<file path="src/design/mbus_bridge_consts.svh">
`ifndef MBUS_BRIDGE_CONSTS_SVH
`define MBUS_BRIDGE_CONSTS_SVH

// Leading byte of every receive frame
`define BRIDGE_FLAG 8'h42

// Completion message codes
`define ACK_CODE 8'h06
`define NAK_CODE 8'h15

// Width of the MBus clock divider setting
`define CLK_DIV_W 22

// Width of the global time tag
`define TAG_W 8

`endif
</file>
<file path="src/design/mbus_bridge_pkg.sv">
package mbus_bridge_pkg;

	// One byte on a host stream
	typedef struct packed {
		logic [7:0] data;
		logic       last;
	} host_byte_t;

	// Word as presented by the layer controller
	typedef struct packed {
		logic [31:0] addr;
		logic [31:0] data;
		logic        pend;
		logic        fail;
		logic        bcast;
	} mbus_rx_t;

	// Word handed to the layer for transmit
	typedef struct packed {
		logic [31:0] addr;
		logic [31:0] data;
		logic        pend;
	} mbus_tx_t;

	// Serializer command, at most one bit set per cycle
	typedef struct packed {
		logic load_first;
		logic load_next;
		logic shift;
		logic send_flag;
		logic send_tag;
		logic send_status;
	} ser_ctl_t;

	// Assembler command
	typedef struct packed {
		logic take_eid;
		logic shift_addr;
		logic shift_data;
		logic clear;
	} asm_ctl_t;

endpackage

</file>
<file path="src/design/mbus_bridge_top.sv">
`timescale 1ns/100ps
`include "mbus_bridge_consts.svh"

module mbus_bridge_top (
	input  logic                        clk,
	input  logic                        reset,
	input  logic [`CLK_DIV_W-1:0]       clk_div,
	output logic                        mbus_clk,
	input  logic [`TAG_W-1:0]           global_tag,
	input  mbus_bridge_pkg::mbus_rx_t   rx_word,
	input  logic                        rx_req,
	output logic                        rx_ack,
	output mbus_bridge_pkg::host_byte_t out_byte,
	output logic                        out_valid,
	output logic                        incr_ctr,
	input  mbus_bridge_pkg::host_byte_t in_byte,
	input  logic                        in_valid,
	output logic                        in_next,
	output mbus_bridge_pkg::mbus_tx_t   tx_word,
	output logic                        tx_req,
	input  logic                        tx_ack,
	input  logic                        tx_succ,
	input  logic                        tx_fail,
	output mbus_bridge_pkg::host_byte_t msg_byte,
	output logic                        msg_valid
);

	import mbus_bridge_pkg::*;

	ser_ctl_t   ser_ctl;
	asm_ctl_t   asm_ctl;
	logic [3:0] bytes_left;
	logic       saw_last;
	logic [7:0] eid;
	logic       send_ack;
	logic       send_nak;
	logic       ack_busy;

	mbus_clk_divider u_clk_div (
		.clk      (clk),
		.reset    (reset),
		.clk_div  (clk_div),
		.mbus_clk (mbus_clk)
	);

	// The fail level travels in the received word
	bridge_fsm u_fsm (
		.clk        (clk),
		.reset      (reset),
		.rx_req     (rx_req),
		.rx_fail    (rx_word.fail),
		.rx_ack     (rx_ack),
		.ser_ctl    (ser_ctl),
		.bytes_left (bytes_left),
		.pend_seen  (rx_word.pend),
		.incr_ctr   (incr_ctr),
		.in_valid   (in_valid),
		.in_next    (in_next),
		.asm_ctl    (asm_ctl),
		.saw_last   (saw_last),
		.tx_req     (tx_req),
		.tx_ack     (tx_ack),
		.tx_succ    (tx_succ),
		.tx_fail    (tx_fail),
		.send_ack   (send_ack),
		.send_nak   (send_nak),
		.ack_busy   (ack_busy)
	);

	rx_serializer u_ser (
		.clk        (clk),
		.reset      (reset),
		.ctl        (ser_ctl),
		.rx_word    (rx_word),
		.tag        (global_tag),
		.out_byte   (out_byte),
		.out_valid  (out_valid),
		.bytes_left (bytes_left)
	);

	tx_assembler u_asm (
		.clk      (clk),
		.reset    (reset),
		.ctl      (asm_ctl),
		.in_byte  (in_byte),
		.tx_word  (tx_word),
		.eid      (eid),
		.saw_last (saw_last)
	);

	ack_builder u_ack (
		.clk       (clk),
		.reset     (reset),
		.send_ack  (send_ack),
		.send_nak  (send_nak),
		.eid       (eid),
		.msg_byte  (msg_byte),
		.msg_valid (msg_valid),
		.busy      (ack_busy)
	);

endmodule

</file>
<file path="src/design/bridge_fsm.sv">
`timescale 1ns/100ps

module bridge_fsm (
	input  logic                      clk,
	input  logic                      reset,
	input  logic                      rx_req,
	input  logic                      rx_fail,
	output logic                      rx_ack,
	output mbus_bridge_pkg::ser_ctl_t ser_ctl,
	input  logic [3:0]                bytes_left,
	input  logic                      pend_seen,
	output logic                      incr_ctr,
	input  logic                      in_valid,
	output logic                      in_next,
	output mbus_bridge_pkg::asm_ctl_t asm_ctl,
	input  logic                      saw_last,
	output logic                      tx_req,
	input  logic                      tx_ack,
	input  logic                      tx_succ,
	input  logic                      tx_fail,
	output logic                      send_ack,
	output logic                      send_nak,
	input  logic                      ack_busy
);

	typedef enum logic [3:0] {
		S_IDLE,
		S_FLAG,
		S_TAG,
		S_CAPTURE,
		S_DRAIN,
		S_CHECK_PEND,
		S_STATUS,
		S_FAIL_ACK,
		S_TX_EID,
		S_TX_ADDR,
		S_TX_DATA,
		S_TX_REQ,
		S_TX_WAIT,
		S_TX_END,
		S_TX_FIN
	} state_t;

	state_t     state;
	state_t     next_state;
	logic [1:0] req_sync;
	logic [1:0] fail_sync;
	logic       rx_req_s;
	logic       rx_fail_s;
	logic [2:0] cnt;
	logic       first_word;
	logic       pend_q;
	logic       tag_d;
	// Request must be seen low after each ack before it counts again
	logic       req_low;
	logic       fail_hold;

	assign rx_req_s = req_sync[1];
	assign rx_fail_s = fail_sync[1];

	always_comb begin
		next_state = state;
		ser_ctl = '0;
		asm_ctl = '0;
		in_next = 1'b0;
		send_ack = 1'b0;
		send_nak = 1'b0;
		case (state)
			S_IDLE: begin
				if (rx_req_s && req_low)
					next_state = S_FLAG;
				else if (rx_fail_s && !fail_hold)
					next_state = S_FAIL_ACK;
				else if (in_valid)
					next_state = S_TX_EID;
			end
			S_FLAG: begin
				ser_ctl.send_flag = 1'b1;
				next_state = S_TAG;
			end
			S_TAG: begin
				ser_ctl.send_tag = 1'b1;
				next_state = S_CAPTURE;
			end
			S_CAPTURE: begin
				ser_ctl.load_first = first_word;
				ser_ctl.load_next = ~first_word;
				next_state = S_DRAIN;
			end
			S_DRAIN: begin
				ser_ctl.shift = 1'b1;
				if (bytes_left == 4'd1)
					next_state = S_CHECK_PEND;
			end
			S_CHECK_PEND: begin
				if (!pend_q)
					next_state = S_STATUS;
				else if (rx_req_s && req_low)
					next_state = S_CAPTURE;
			end
			S_STATUS: begin
				ser_ctl.send_status = 1'b1;
				next_state = S_IDLE;
			end
			// Three cycles of rx_ack, no frame
			S_FAIL_ACK: begin
				if (cnt == 3'd2)
					next_state = S_IDLE;
			end
			S_TX_EID: begin
				if (in_valid) begin
					in_next = 1'b1;
					asm_ctl.take_eid = 1'b1;
					asm_ctl.clear = 1'b1;
					next_state = S_TX_ADDR;
				end
			end
			S_TX_ADDR: begin
				if (in_valid) begin
					in_next = 1'b1;
					asm_ctl.shift_addr = 1'b1;
					if (cnt == 3'd3)
						next_state = S_TX_DATA;
				end
			end
			S_TX_DATA: begin
				if (in_valid) begin
					in_next = 1'b1;
					asm_ctl.shift_data = 1'b1;
					if (cnt == 3'd3)
						next_state = S_TX_REQ;
				end
			end
			S_TX_REQ: begin
				next_state = S_TX_WAIT;
			end
			// No byte pulls while the layer holds off
			S_TX_WAIT: begin
				if (tx_ack)
					next_state = saw_last ? S_TX_END : S_TX_DATA;
			end
			S_TX_END: begin
				if (tx_fail) begin
					send_nak = 1'b1;
					next_state = S_TX_FIN;
				end else if (tx_succ) begin
					send_ack = 1'b1;
					next_state = S_TX_FIN;
				end
			end
			S_TX_FIN: begin
				if (!ack_busy)
					next_state = S_IDLE;
			end
			default: begin
				next_state = S_IDLE;
			end
		endcase
	end

	always_ff @(posedge clk) begin
		if (reset) begin
			state <= S_IDLE;
			req_sync <= 2'b00;
			fail_sync <= 2'b00;
			rx_ack <= 1'b0;
			tx_req <= 1'b0;
			tag_d <= 1'b0;
			incr_ctr <= 1'b0;
			cnt <= 3'd0;
			first_word <= 1'b1;
			pend_q <= 1'b0;
			req_low <= 1'b1;
			fail_hold <= 1'b0;
		end else begin
			state <= next_state;
			req_sync <= {req_sync[0], rx_req};
			fail_sync <= {fail_sync[0], rx_fail};
			rx_ack <= (state == S_CAPTURE) || (state == S_FAIL_ACK);
			// Counter pulse lands one cycle after the tag byte
			tag_d <= (state == S_TAG);
			incr_ctr <= tag_d;
			if (state != next_state)
				cnt <= 3'd0;
			else if (in_next || state == S_FAIL_ACK)
				cnt <= cnt + 3'd1;
			if (state == S_IDLE)
				first_word <= 1'b1;
			else if (state == S_CAPTURE)
				first_word <= 1'b0;
			if (state == S_CAPTURE)
				pend_q <= pend_seen;
			if (state == S_CAPTURE)
				req_low <= 1'b0;
			else if (!rx_req_s)
				req_low <= 1'b1;
			if (state == S_CAPTURE || state == S_FAIL_ACK)
				fail_hold <= 1'b1;
			else if (!rx_fail_s)
				fail_hold <= 1'b0;
			if (state == S_TX_REQ)
				tx_req <= 1'b1;
			else if (state == S_TX_WAIT && tx_ack)
				tx_req <= 1'b0;
		end
	end

endmodule

</file>
<file path="src/design/ack_builder.sv">
`timescale 1ns/100ps
`include "mbus_bridge_consts.svh"

module ack_builder (
	input  logic                        clk,
	input  logic                        reset,
	input  logic                        send_ack,
	input  logic                        send_nak,
	input  logic [7:0]                  eid,
	output mbus_bridge_pkg::host_byte_t msg_byte,
	output logic                        msg_valid,
	output logic                        busy
);

	// High while the code byte is out and the id is still owed
	logic eid_due;

	always_ff @(posedge clk) begin
		if (reset) begin
			msg_valid <= 1'b0;
			eid_due <= 1'b0;
		end else begin
			msg_valid <= send_ack | send_nak | eid_due;
			eid_due <= send_ack | send_nak;
		end
	end

	// NAK wins if both are requested
	always_ff @(posedge clk) begin
		if (send_nak)
			msg_byte <= {`NAK_CODE, 1'b0};
		else if (send_ack)
			msg_byte <= {`ACK_CODE, 1'b0};
		else if (eid_due)
			msg_byte <= {eid, 1'b1};
	end

	assign busy = msg_valid;

endmodule

</file>
<file path="src/design/tx_assembler.sv">
`timescale 1ns/100ps

module tx_assembler (
	input  logic                        clk,
	input  logic                        reset,
	input  mbus_bridge_pkg::asm_ctl_t   ctl,
	input  mbus_bridge_pkg::host_byte_t in_byte,
	output mbus_bridge_pkg::mbus_tx_t   tx_word,
	output logic [7:0]                  eid,
	output logic                        saw_last
);

	logic [31:0] addr_sr;
	logic [31:0] data_sr;

	// Bytes enter at the bottom, MSB first
	always_ff @(posedge clk) begin
		if (ctl.take_eid)
			eid <= in_byte.data;
		if (ctl.shift_addr)
			addr_sr <= {addr_sr[23:0], in_byte.data};
		if (ctl.shift_data)
			data_sr <= {data_sr[23:0], in_byte.data};
	end

	// Sticky until the next frame starts
	always_ff @(posedge clk) begin
		if (reset)
			saw_last <= 1'b0;
		else if (ctl.clear)
			saw_last <= 1'b0;
		else if (ctl.shift_data && in_byte.last)
			saw_last <= 1'b1;
	end

	assign tx_word.addr = addr_sr;
	assign tx_word.data = data_sr;
	// Final word of the frame goes out without pend
	assign tx_word.pend = ~saw_last;

endmodule

</file>
<file path="src/design/rx_serializer.sv">
`timescale 1ns/100ps
`include "mbus_bridge_consts.svh"

module rx_serializer (
	input  logic                        clk,
	input  logic                        reset,
	input  mbus_bridge_pkg::ser_ctl_t   ctl,
	input  mbus_bridge_pkg::mbus_rx_t   rx_word,
	input  logic [`TAG_W-1:0]           tag,
	output mbus_bridge_pkg::host_byte_t out_byte,
	output logic                        out_valid,
	output logic [3:0]                  bytes_left
);

	logic [63:0] shift_reg;
	logic        fail_acc;
	logic        bcast_acc;
	logic [7:0]  next_data;

	// Fixed bytes take priority over the shift register
	always_comb begin
		if (ctl.send_flag)
			next_data = `BRIDGE_FLAG;
		else if (ctl.send_tag)
			next_data = tag;
		else if (ctl.send_status)
			next_data = {4'b0000, fail_acc, bcast_acc, 2'b00};
		else
			next_data = shift_reg[63:56];
	end

	always_ff @(posedge clk) begin
		if (reset) begin
			out_valid <= 1'b0;
			bytes_left <= 4'd0;
			fail_acc <= 1'b0;
			bcast_acc <= 1'b0;
		end else begin
			out_valid <= ctl.shift | ctl.send_flag | ctl.send_tag | ctl.send_status;
			if (ctl.load_first) begin
				bytes_left <= 4'd8;
				fail_acc <= rx_word.fail;
				bcast_acc <= rx_word.bcast;
			end else if (ctl.load_next) begin
				bytes_left <= 4'd4;
				fail_acc <= fail_acc | rx_word.fail;
				bcast_acc <= bcast_acc | rx_word.bcast;
			end else if (ctl.shift) begin
				bytes_left <= bytes_left - 4'd1;
			end
		end
	end

	// Later words carry data only, so it goes to the top half
	always_ff @(posedge clk) begin
		if (ctl.load_first)
			shift_reg <= {rx_word.addr, rx_word.data};
		else if (ctl.load_next)
			shift_reg <= {rx_word.data, 32'h0000_0000};
		else if (ctl.shift)
			shift_reg <= {shift_reg[55:0], 8'h00};
		out_byte.data <= next_data;
		out_byte.last <= ctl.send_status;
	end

endmodule

</file>
<file path="src/design/mbus_clk_divider.sv">
`timescale 1ns/100ps
`include "mbus_bridge_consts.svh"

module mbus_clk_divider (
	input  logic                  clk,
	input  logic                  reset,
	input  logic [`CLK_DIV_W-1:0] clk_div,
	output logic                  mbus_clk
);

	logic [`CLK_DIV_W-1:0] count;

	// Compare with >= so a lowered setting still wraps promptly
	always_ff @(posedge clk) begin
		if (reset) begin
			count <= '0;
			mbus_clk <= 1'b0;
		end else if (count >= clk_div) begin
			count <= '0;
			mbus_clk <= ~mbus_clk;
		end else begin
			count <= count + 1'b1;
		end
	end

endmodule

</file>
<file path="config.mk">
export PLATFORM = sky130hd
export DESIGN_NAME = mbus_bridge_top
export DESIGN_NICKNAME = d
export VERILOG_FILES = /design/src/design/mbus_bridge_pkg.sv /design/src/design/mbus_bridge_top.sv /design/src/design/bridge_fsm.sv /design/src/design/ack_builder.sv /design/src/design/tx_assembler.sv /design/src/design/rx_serializer.sv /design/src/design/mbus_clk_divider.sv
export VERILOG_INCLUDE_DIRS = /design/src /design/src/design
export SDC_FILE = /design/constraint.sdc
export NUM_CORES = 1
export LEC_CHECK = 0
export ABC_AREA = 1
export BUFFER_PORTS_ARGS = -buffer_cell sky130_fd_sc_hd__buf_2
export CAP_MARGIN = 20
export CORE_UTILIZATION = 54
export DETAILED_ROUTE_END_ITERATION = 8
export PLACE_DENSITY = 0.8
export SLEW_MARGIN = 20
export SYNTH_ARGS = -nofsm -noshare
export SYNTH_HDL_FRONTEND = slang
export SYNTH_SLANG_ARGS = --single-unit
</file>
<file path="constraint.sdc">
create_clock -name clk -period 3 [get_ports clk]
set_input_delay 0.15 -clock clk [delete_from_list [all_inputs] [get_ports clk]]
set_output_delay 0.15 -clock clk [all_outputs]
set_load 0.01 [all_outputs]
</file>
==> out/qor.yml, run 1 <==
endpoint_kind: "flop"
die_y_um: 130.6
finalWeightedCongestion: 0.8805
io_pins: 203
peakVddDrop_v: 0.0005871
status: "complete, no violations"
synthTopCellsByArea: "edfxtp_1 46%, dfxtp_1 16%, nand2_1 9.0%"
dpl.hpwl_um: 13720
preCtsSetupSlack_ns: 0.5645
post-route-min-period_ns: 2.821
power.density_nw_per_um2: 694.4
critical_path.endpoint: "u_ser.shift_reg[58]$_DFFE_PP_"
synth_enable_flop_cells: 136
worst_pin_slew_ns: 0.6674
clkTransAtPathRegs_ns: 0.06
period_share_pct: 94.03
rsz0062_at_grt: "no"
max_freq_ghz: 0.3545
drtIter0Drc: 443
cts_max_level: 1
start_util_pct: 55.79
cts-resized-gates: 0
via_per_inst: 5.196
postSynthAreaPerCell_um2: 10.27
finalSetupViolations: 0
clk_latency_ns: 0.48
nets: 1317
cts_root_buf: "clkbuf_16"
ys_ff_latch: 206
clockBufferDepth: 3
worst_slack_ns: 0.1791
overflow: 0
via_count: 7305
port_buffers: 202
numCtsBuffers: 21
r2r.worst_path.cells: 8
synth-async-reset-ratio_pct: 0
relSlewSlack_pct: 55.51
grt_pass1_wl_um: 34710
worstPathRequired_ns: 3.24
grt_usage_pct: 26.59
hold_path.class: "in -> reg"
core_region_area_um2: 16000
synthMostInstantiatedCell: "nand2_1"
postCtsSetupBuffers: 0
syn-instance-count: 869
wl_per_cell_um: 16.69
grt_max_degree: 61
dieArea_um2: 17050
drv_cap: 0
wirelength_um: 23470
drv_slew: 0
power_uw: 8242
ant_nets: 0
r2r_setup_slack_ns: 0.18
crit_fanout: 61
yosysWarnings: 0
hold-worst-slack_ns: 0.03482
die_w_um: 130.6
ys_seq_area_share_pct: 61.44
p_leak_uw: 0.005167
syn_area_um2: 8927
syn_nets: 1010
drive_gt1_share_pct: 23.87
drc: 0
cts_tree: "yes"
synth_top_area_cell: "edfxtp_1"
synthToLayoutAreaGrowth_pct: 32.95
fin_setup_tns_ns: 0
cts.sinks: 206
largest_reg_flops: 64
final-hold-violation-count: 0
startpoint: "u_fsm.state[3]$_SDFF_PP0_"
reg2reg_from: "u_fsm.state[3]$_SDFF_PP0_"
yosysTopAreaCellShare_pct: 45.75
worstReg2RegEnd: "u_ser.shift_reg[58]$_DFFE_PP_"
antenna_cells: 0
start_kind: "flop"
synth_commonest_cells: "215 x nand2_1, 136 x edfxtp_1, 102 x inv_1"
crit_type: "reg -> reg"
dr.pass1.iters: 5
finalClockSkew_ns: 0.01245
rows: 46
critPathArrivalTime_ns: 3.06
antenna_found_initial: 0
ys_types: 44
ys.flop_type: "edfxtp_1"
nFillCells: 1056
grt_pass1_vias: 7005
## worst min path at each step
stage	start	endpoint	slack, ns	cells past startpoint
detailed placement	in_byte[8]	u_asm.data_sr[7]$_DFFE_PP_	0.36	1
floorplan	in_byte[1]	u_asm.addr_sr[0]$_DFFE_PP_	0.25	0
CTS	rx_word[31]	u_ser.shift_reg[28]$_DFFE_PP_	0.02	3
finish	tx_ack	u_fsm.tx_req$_SDFFE_PP0P_	0.03	4
global route	rx_word[15]	u_ser.shift_reg[44]$_DFFE_PP_	0.04	3
global placement	in_byte[8]	u_asm.addr_sr[7]$_DFFE_PP_	0.35	1
## through the flow
step	cell area [um2]	util [%]	std cells
after global placement	10140	63.35	1269
after global routing	11870	74.18	1406
after detailed placement	10140	63.35	1269
final	11870	74.18	1406
after floorplan	8927	-	869
after CTS	11860	74.11	1405
## kinds of logic (layout without fill, tap and decap cells)
group           Yosys count  in the layout  share of synthesized area, %
simple gates            368            369                         17.46
xor+xnor                 13             13                         1.275
compound gates          119            119                         9.390
fa+ha+maj                28             28                         3.924
buf+inv                 135            455                         6.503
flops                   206            206                         61.44
## where the power goes
group	switching, uW	leakage, uW	internal, uW
Sequential	217	0.00180	3530
Combinational	1050	0.00300	715
Clock	1050	0.000360	1680
Total	2320	0.00517	5920
## critical path, cell delays in order (launching register included)
cell and delay (ns):
dfxtp_1 0.57, inv_2 0.11, nand2_1 0.13, nor2_4 0.07
inv_4 0.47, nor2_4 0.27, a22oi_1 0.30, nand2_1 0.07
dlygate4sd3_1 0.55
## cells in the final DEF, fill, tap and decap left out, types with 2 or more instances in the layout
master and n:
a211oi_1 3, a21oi_1 27, a22o_1 16, a22oi_1 21, a31oi_1 3, buf_12 2, buf_2 202, buf_4 5
bufinv_16 4, clkbuf_16 21, clkbuf_8 2, clkinv_2 5, clkinv_4 2, dfxtp_1 70, dlygate4sd3_1 99, edfxtp_1 136
ha_1 28, inv_1 101, inv_2 8, nand2_1 215, nand2_2 2, nand2_4 2, nand3_1 34, nand3b_1 2
nand4_1 6, nor2_1 83, nor2_2 3, nor2_4 8, nor3_1 7, nor3_2 2, o211ai_2 10, o21a_1 3
o21ai_0 24, o21ai_1 3, o31ai_1 3, xnor2_1 2, xor2_1 11
## what timing repair did
item,CTS,global route
setup endpoints to repair,0,6
hold buffers,99,0
hold endpoints to repair,94,0
## layer usage
layer	track usage, %	share of wire, %	vias up	routed length [um]
li1	-	-	3535	-
met1	32.86	39	3356	9206
met5	0	0	-	0
met4	9.195	2.7	0	630
met2	46.81	50	351	11780
met3	4.845	7.9	63	1857
## layout make-up
class / count / area, um2 / area share, %
inverters: 110 / 415.4 / 3.500
flip-flops and latches: 206 / 5485 / 46.22
clock inverters: 13 / 173.9 / 1.465
repair buffers: 308 / 2079 / 17.52
well taps: 216 / 270.3 / 2.277
clock buffers: 24 / 556.8 / 4.691
multi-input cells: 529 / 2888 / 24.33
Power figures use the tool's default switching activity.
==> inputs of run 2 (changes only) <==
==> constraint.sdc (replaced) <==
create_clock -name clk -period 3 [get_ports clk]
set_input_delay 0.3 -clock clk [delete_from_list [all_inputs] [get_ports clk]]
set_output_delay 0.3 -clock clk [all_outputs]
set_load 0.01 [all_outputs]
==> out/qor.yml, run 2 (same netlist as run 1, synthesis figures left out) <==
dpl.hpwl_um: 13880  # was 13720 um
reg2reg_from: "u_fsm.state[1]$_SDFF_PP0_"  # was u_fsm.state[3]$_SDFF_PP0_
worstPathRequired_ns: 3.40  # was 3.24 ns
clockBufferDepth: 3  # unchanged
nets: 1225  # was 1317
clk_latency_ns: 0.49  # was 0.48 ns
endpoint_kind: "flop"  # unchanged
dr.pass1.iters: 5  # unchanged
cts_tree: "yes"  # unchanged
synthToLayoutAreaGrowth_pct: 22.99  # was 32.95%
largest_reg_flops: 64  # unchanged
rows: 46  # unchanged
status: "complete, no violations"  # unchanged
peakVddDrop_v: 0.0005092  # was 0.0005871 V
drtIter0Drc: 458  # was 443
wl_per_cell_um: 14.68  # was 16.69 um
cp_num_cells: 6  # was 8
finalSetupViolations: 0  # unchanged
fin_setup_tns_ns: 0  # unchanged
final_cell_mix: "215 x nand2_1, 202 x buf_2, 136 x edfxtp_1, 101 x inv_1, 83 x nor2_1"  # was 215 x nand2_1, 202 x buf_2, 136 x edfxtp_1, 101 x inv_1, 99 x dlygate4sd3_1
cp.buffers_inverters: 2  # was 3
ant_nets: 0  # unchanged
numCtsBuffers: 22  # was 21
startpoint: "u_fsm.state[1]$_SDFF_PP0_"  # was u_fsm.state[3]$_SDFF_PP0_
final_common_cell: "nand2_1"  # unchanged
max_freq_ghz: 0.4123  # was 0.3545 GHz
relSlewSlack_pct: 57.83  # was 55.51%
drv_cap: 0  # unchanged
grt_max_degree: 61  # unchanged
overflow: 0  # unchanged
cts_root_buf: "clkbuf_16"  # unchanged
p_leak_uw: 0.004812  # was 0.005167 uW
post-route-min-period_ns: 2.426  # was 2.821 ns
grt_pass1_wl_um: 29790  # was 34710 um
internal-power_uw: 5892  # was 5924 uW
worst_pin_slew_ns: 0.6326  # was 0.6674 ns
switching_share_pct: 27.51  # was 28.12%
pwr-share-comb_pct: 18.8  # was 21.4%
finalClockSkew_ns: 0.005853  # was 0.01245 ns
start_kind: "flop"  # unchanged
nFillCells: 1210  # was 1056
cpMaxStageDelayCell: "nor2_4"  # was dfxtp_1
grt_usage_pct: 22.56  # was 26.59%
via_count: 6743  # was 7305
clkPwrFrac_pct: 35.4  # was 33.2%
start_util_pct: 55.79  # unchanged
r2r.worst_path.cells: 6  # was 8
die_y_um: 130.6  # unchanged
die_w_um: 130.6  # unchanged
r2r_setup_slack_ns: 0.57  # was 0.18 ns
dpl.cell_count: 1271  # was 1269
cpLargestDelayFamily: "simple AND/OR/NAND/NOR gates"  # was buffers and inverters
port_buffers: 202  # unchanged
worstReg2RegEnd: "u_ser.bytes_left[2]$_SDFFE_PP0P_"  # was u_ser.shift_reg[58]$_DFFE_PP_
dieArea_um2: 17050  # unchanged
grt_pass1_vias: 6287  # was 7005
hold_path.class: "in -> reg"  # unchanged
wirelength_um: 19350  # was 23470 um
cts.sinks: 206  # unchanged
via_per_inst: 5.116  # was 5.196
clkTransAtPathRegs_ns: 0.06  # about the same
rsz0062_at_grt: "no"  # unchanged
worst_path_largest_cell_delay_ns: 0.57  # about the same
cts-resized-gates: 0  # unchanged
critPathArrivalTime_ns: 2.83  # was 3.06 ns
crit_type: "reg -> reg"  # unchanged
crit_top_cell: "nor2_4"
antenna_found_initial: 2  # was 0
final-hold-violation-count: 0  # unchanged
met2_usage_pct: 37.66  # was 46.81%
io_pins: 203  # unchanged
cts_max_level: 1  # unchanged
use_met1_pct: 29.51  # was 32.86%
critical_path.endpoint: "u_ser.bytes_left[2]$_SDFFE_PP0P_"  # was u_ser.shift_reg[58]$_DFFE_PP_
core_region_area_um2: 16000  # unchanged
drc: 0  # unchanged
crit_fanout: 60  # was 61
drv_slew: 0  # unchanged
finalWeightedCongestion: 0.9342  # was 0.8805
path_cells: "nand2_2, nor2_4, inv_4, nor2_4, inv_2, a311oi_1"  # was inv_2, nand2_1, nor2_4, inv_4, nor2_4, a22oi_1, nand2_1, dlygate4sd3_1
drive_gt1_share_pct: 26.09  # was 23.87%
p_sw_uw: 2237  # was 2318 uW
pwr-share-seq_pct: 45.8  # was 45.4%
top_usage_layer: "met2"  # unchanged
period_share_pct: 80.86  # was 94.03%
use_met3_pct: 3.909  # was 4.845%
power.density_nw_per_um2: 740.4  # was 694.4 nW/um2
final_cell_count_no_fill: 1318  # was 1406
-- run 2: worst min-delay path by stage --
stage / from / endpoint / slack [ns] / cells past startpoint
after floorplan: u_fsm.fail_sync[0]$_SDFF_PP0_ / u_fsm.fail_sync[1]$_SDFF_PP0_ / 0.39 / 2
after CTS: global_tag[1] / u_ser.out_byte[2]$_SDFF_PP1_ / 0.0003 / 3
final: global_tag[1] / u_ser.out_byte[2]$_SDFF_PP1_ / 0.01 / 3
after global routing: global_tag[2] / u_ser.out_byte[3]$_SDFF_PP0_ / 0.005 / 3
after detailed placement: u_fsm.fail_sync[0]$_SDFF_PP0_ / u_fsm.fail_sync[1]$_SDFF_PP0_ / 0.40 / 2
after global placement: u_fsm.tag_d$_SDFF_PP0_ / u_fsm.incr_ctr$_SDFF_PP0_ / 0.40 / 2
-- run 2: final cells by class --
class | instances | area [um2] | share of cell area [%]
repair buffers | 216 | 1141 | 10.39
diodes | 2 | 5.005 | 0.04558
multi-input cells | 528 | 2877 | 26.20
clock inverters | 14 | 168.9 | 1.538
flip-flops and latches | 206 | 5485 | 49.96
clock buffers | 26 | 616.8 | 5.618
well taps | 216 | 270.3 | 2.462
inverters | 110 | 415.4 | 3.783
-- run 2: power groups by stage --
| stage | combinational, uW | sequential, uW | clock (uW) |
|---|---|---|---|
| 2_1_floorplan | 1010 | 3770 | 0 |
| 3_5_place_dp | 1530 | 3780 | 0 |
| 3_3_place_gp | 1490 | 3760 | 0 |
| 5_1_grt | 1710 | 3760 | 3020 |
| 4_1_cts | 1540 | 3720 | 2920 |
| 6_report | 1530 | 3720 | 2880 |
-- run 2: timing repair --
item | 4_1_cts | 5_1_grt
setup endpoints to repair | 0 | 0
endpoints found under the hold margin | 11 | 0
hold buffers | 5 | 0
buffers inserted | 0 | 0
-- run 2: per-layer routing --
metal	part of all wire, %	vias up
met5	0	-
met2	47	274
met1	43	3081
li1	-	3351
met4	2.5	0
met3	7.6	37
-- run 2: per-stage QoR --
step	area (um2)	power [uW]	hold WS, ns	utilization [%]	setup slack [ns]
finish	10980	8129	0.01152	68.62	0.5743
detailed placement	10140	5300	0.3978	63.36	0.5788
global placement	10140	5250	0.3953	63.36	0.6973
floorplan	8927	4783	0.3883	-	0.3919
global route	10980	8495	0.005352	68.60	0.3281
CTS	10970	8181	0.0002893	68.59	0.5428
-- run 2: worst min-delay path: cells and delay by family --
kind | cells | cell delay, ns
simple gates | 2 | 0.09
buf+inv | 1 | 0.08
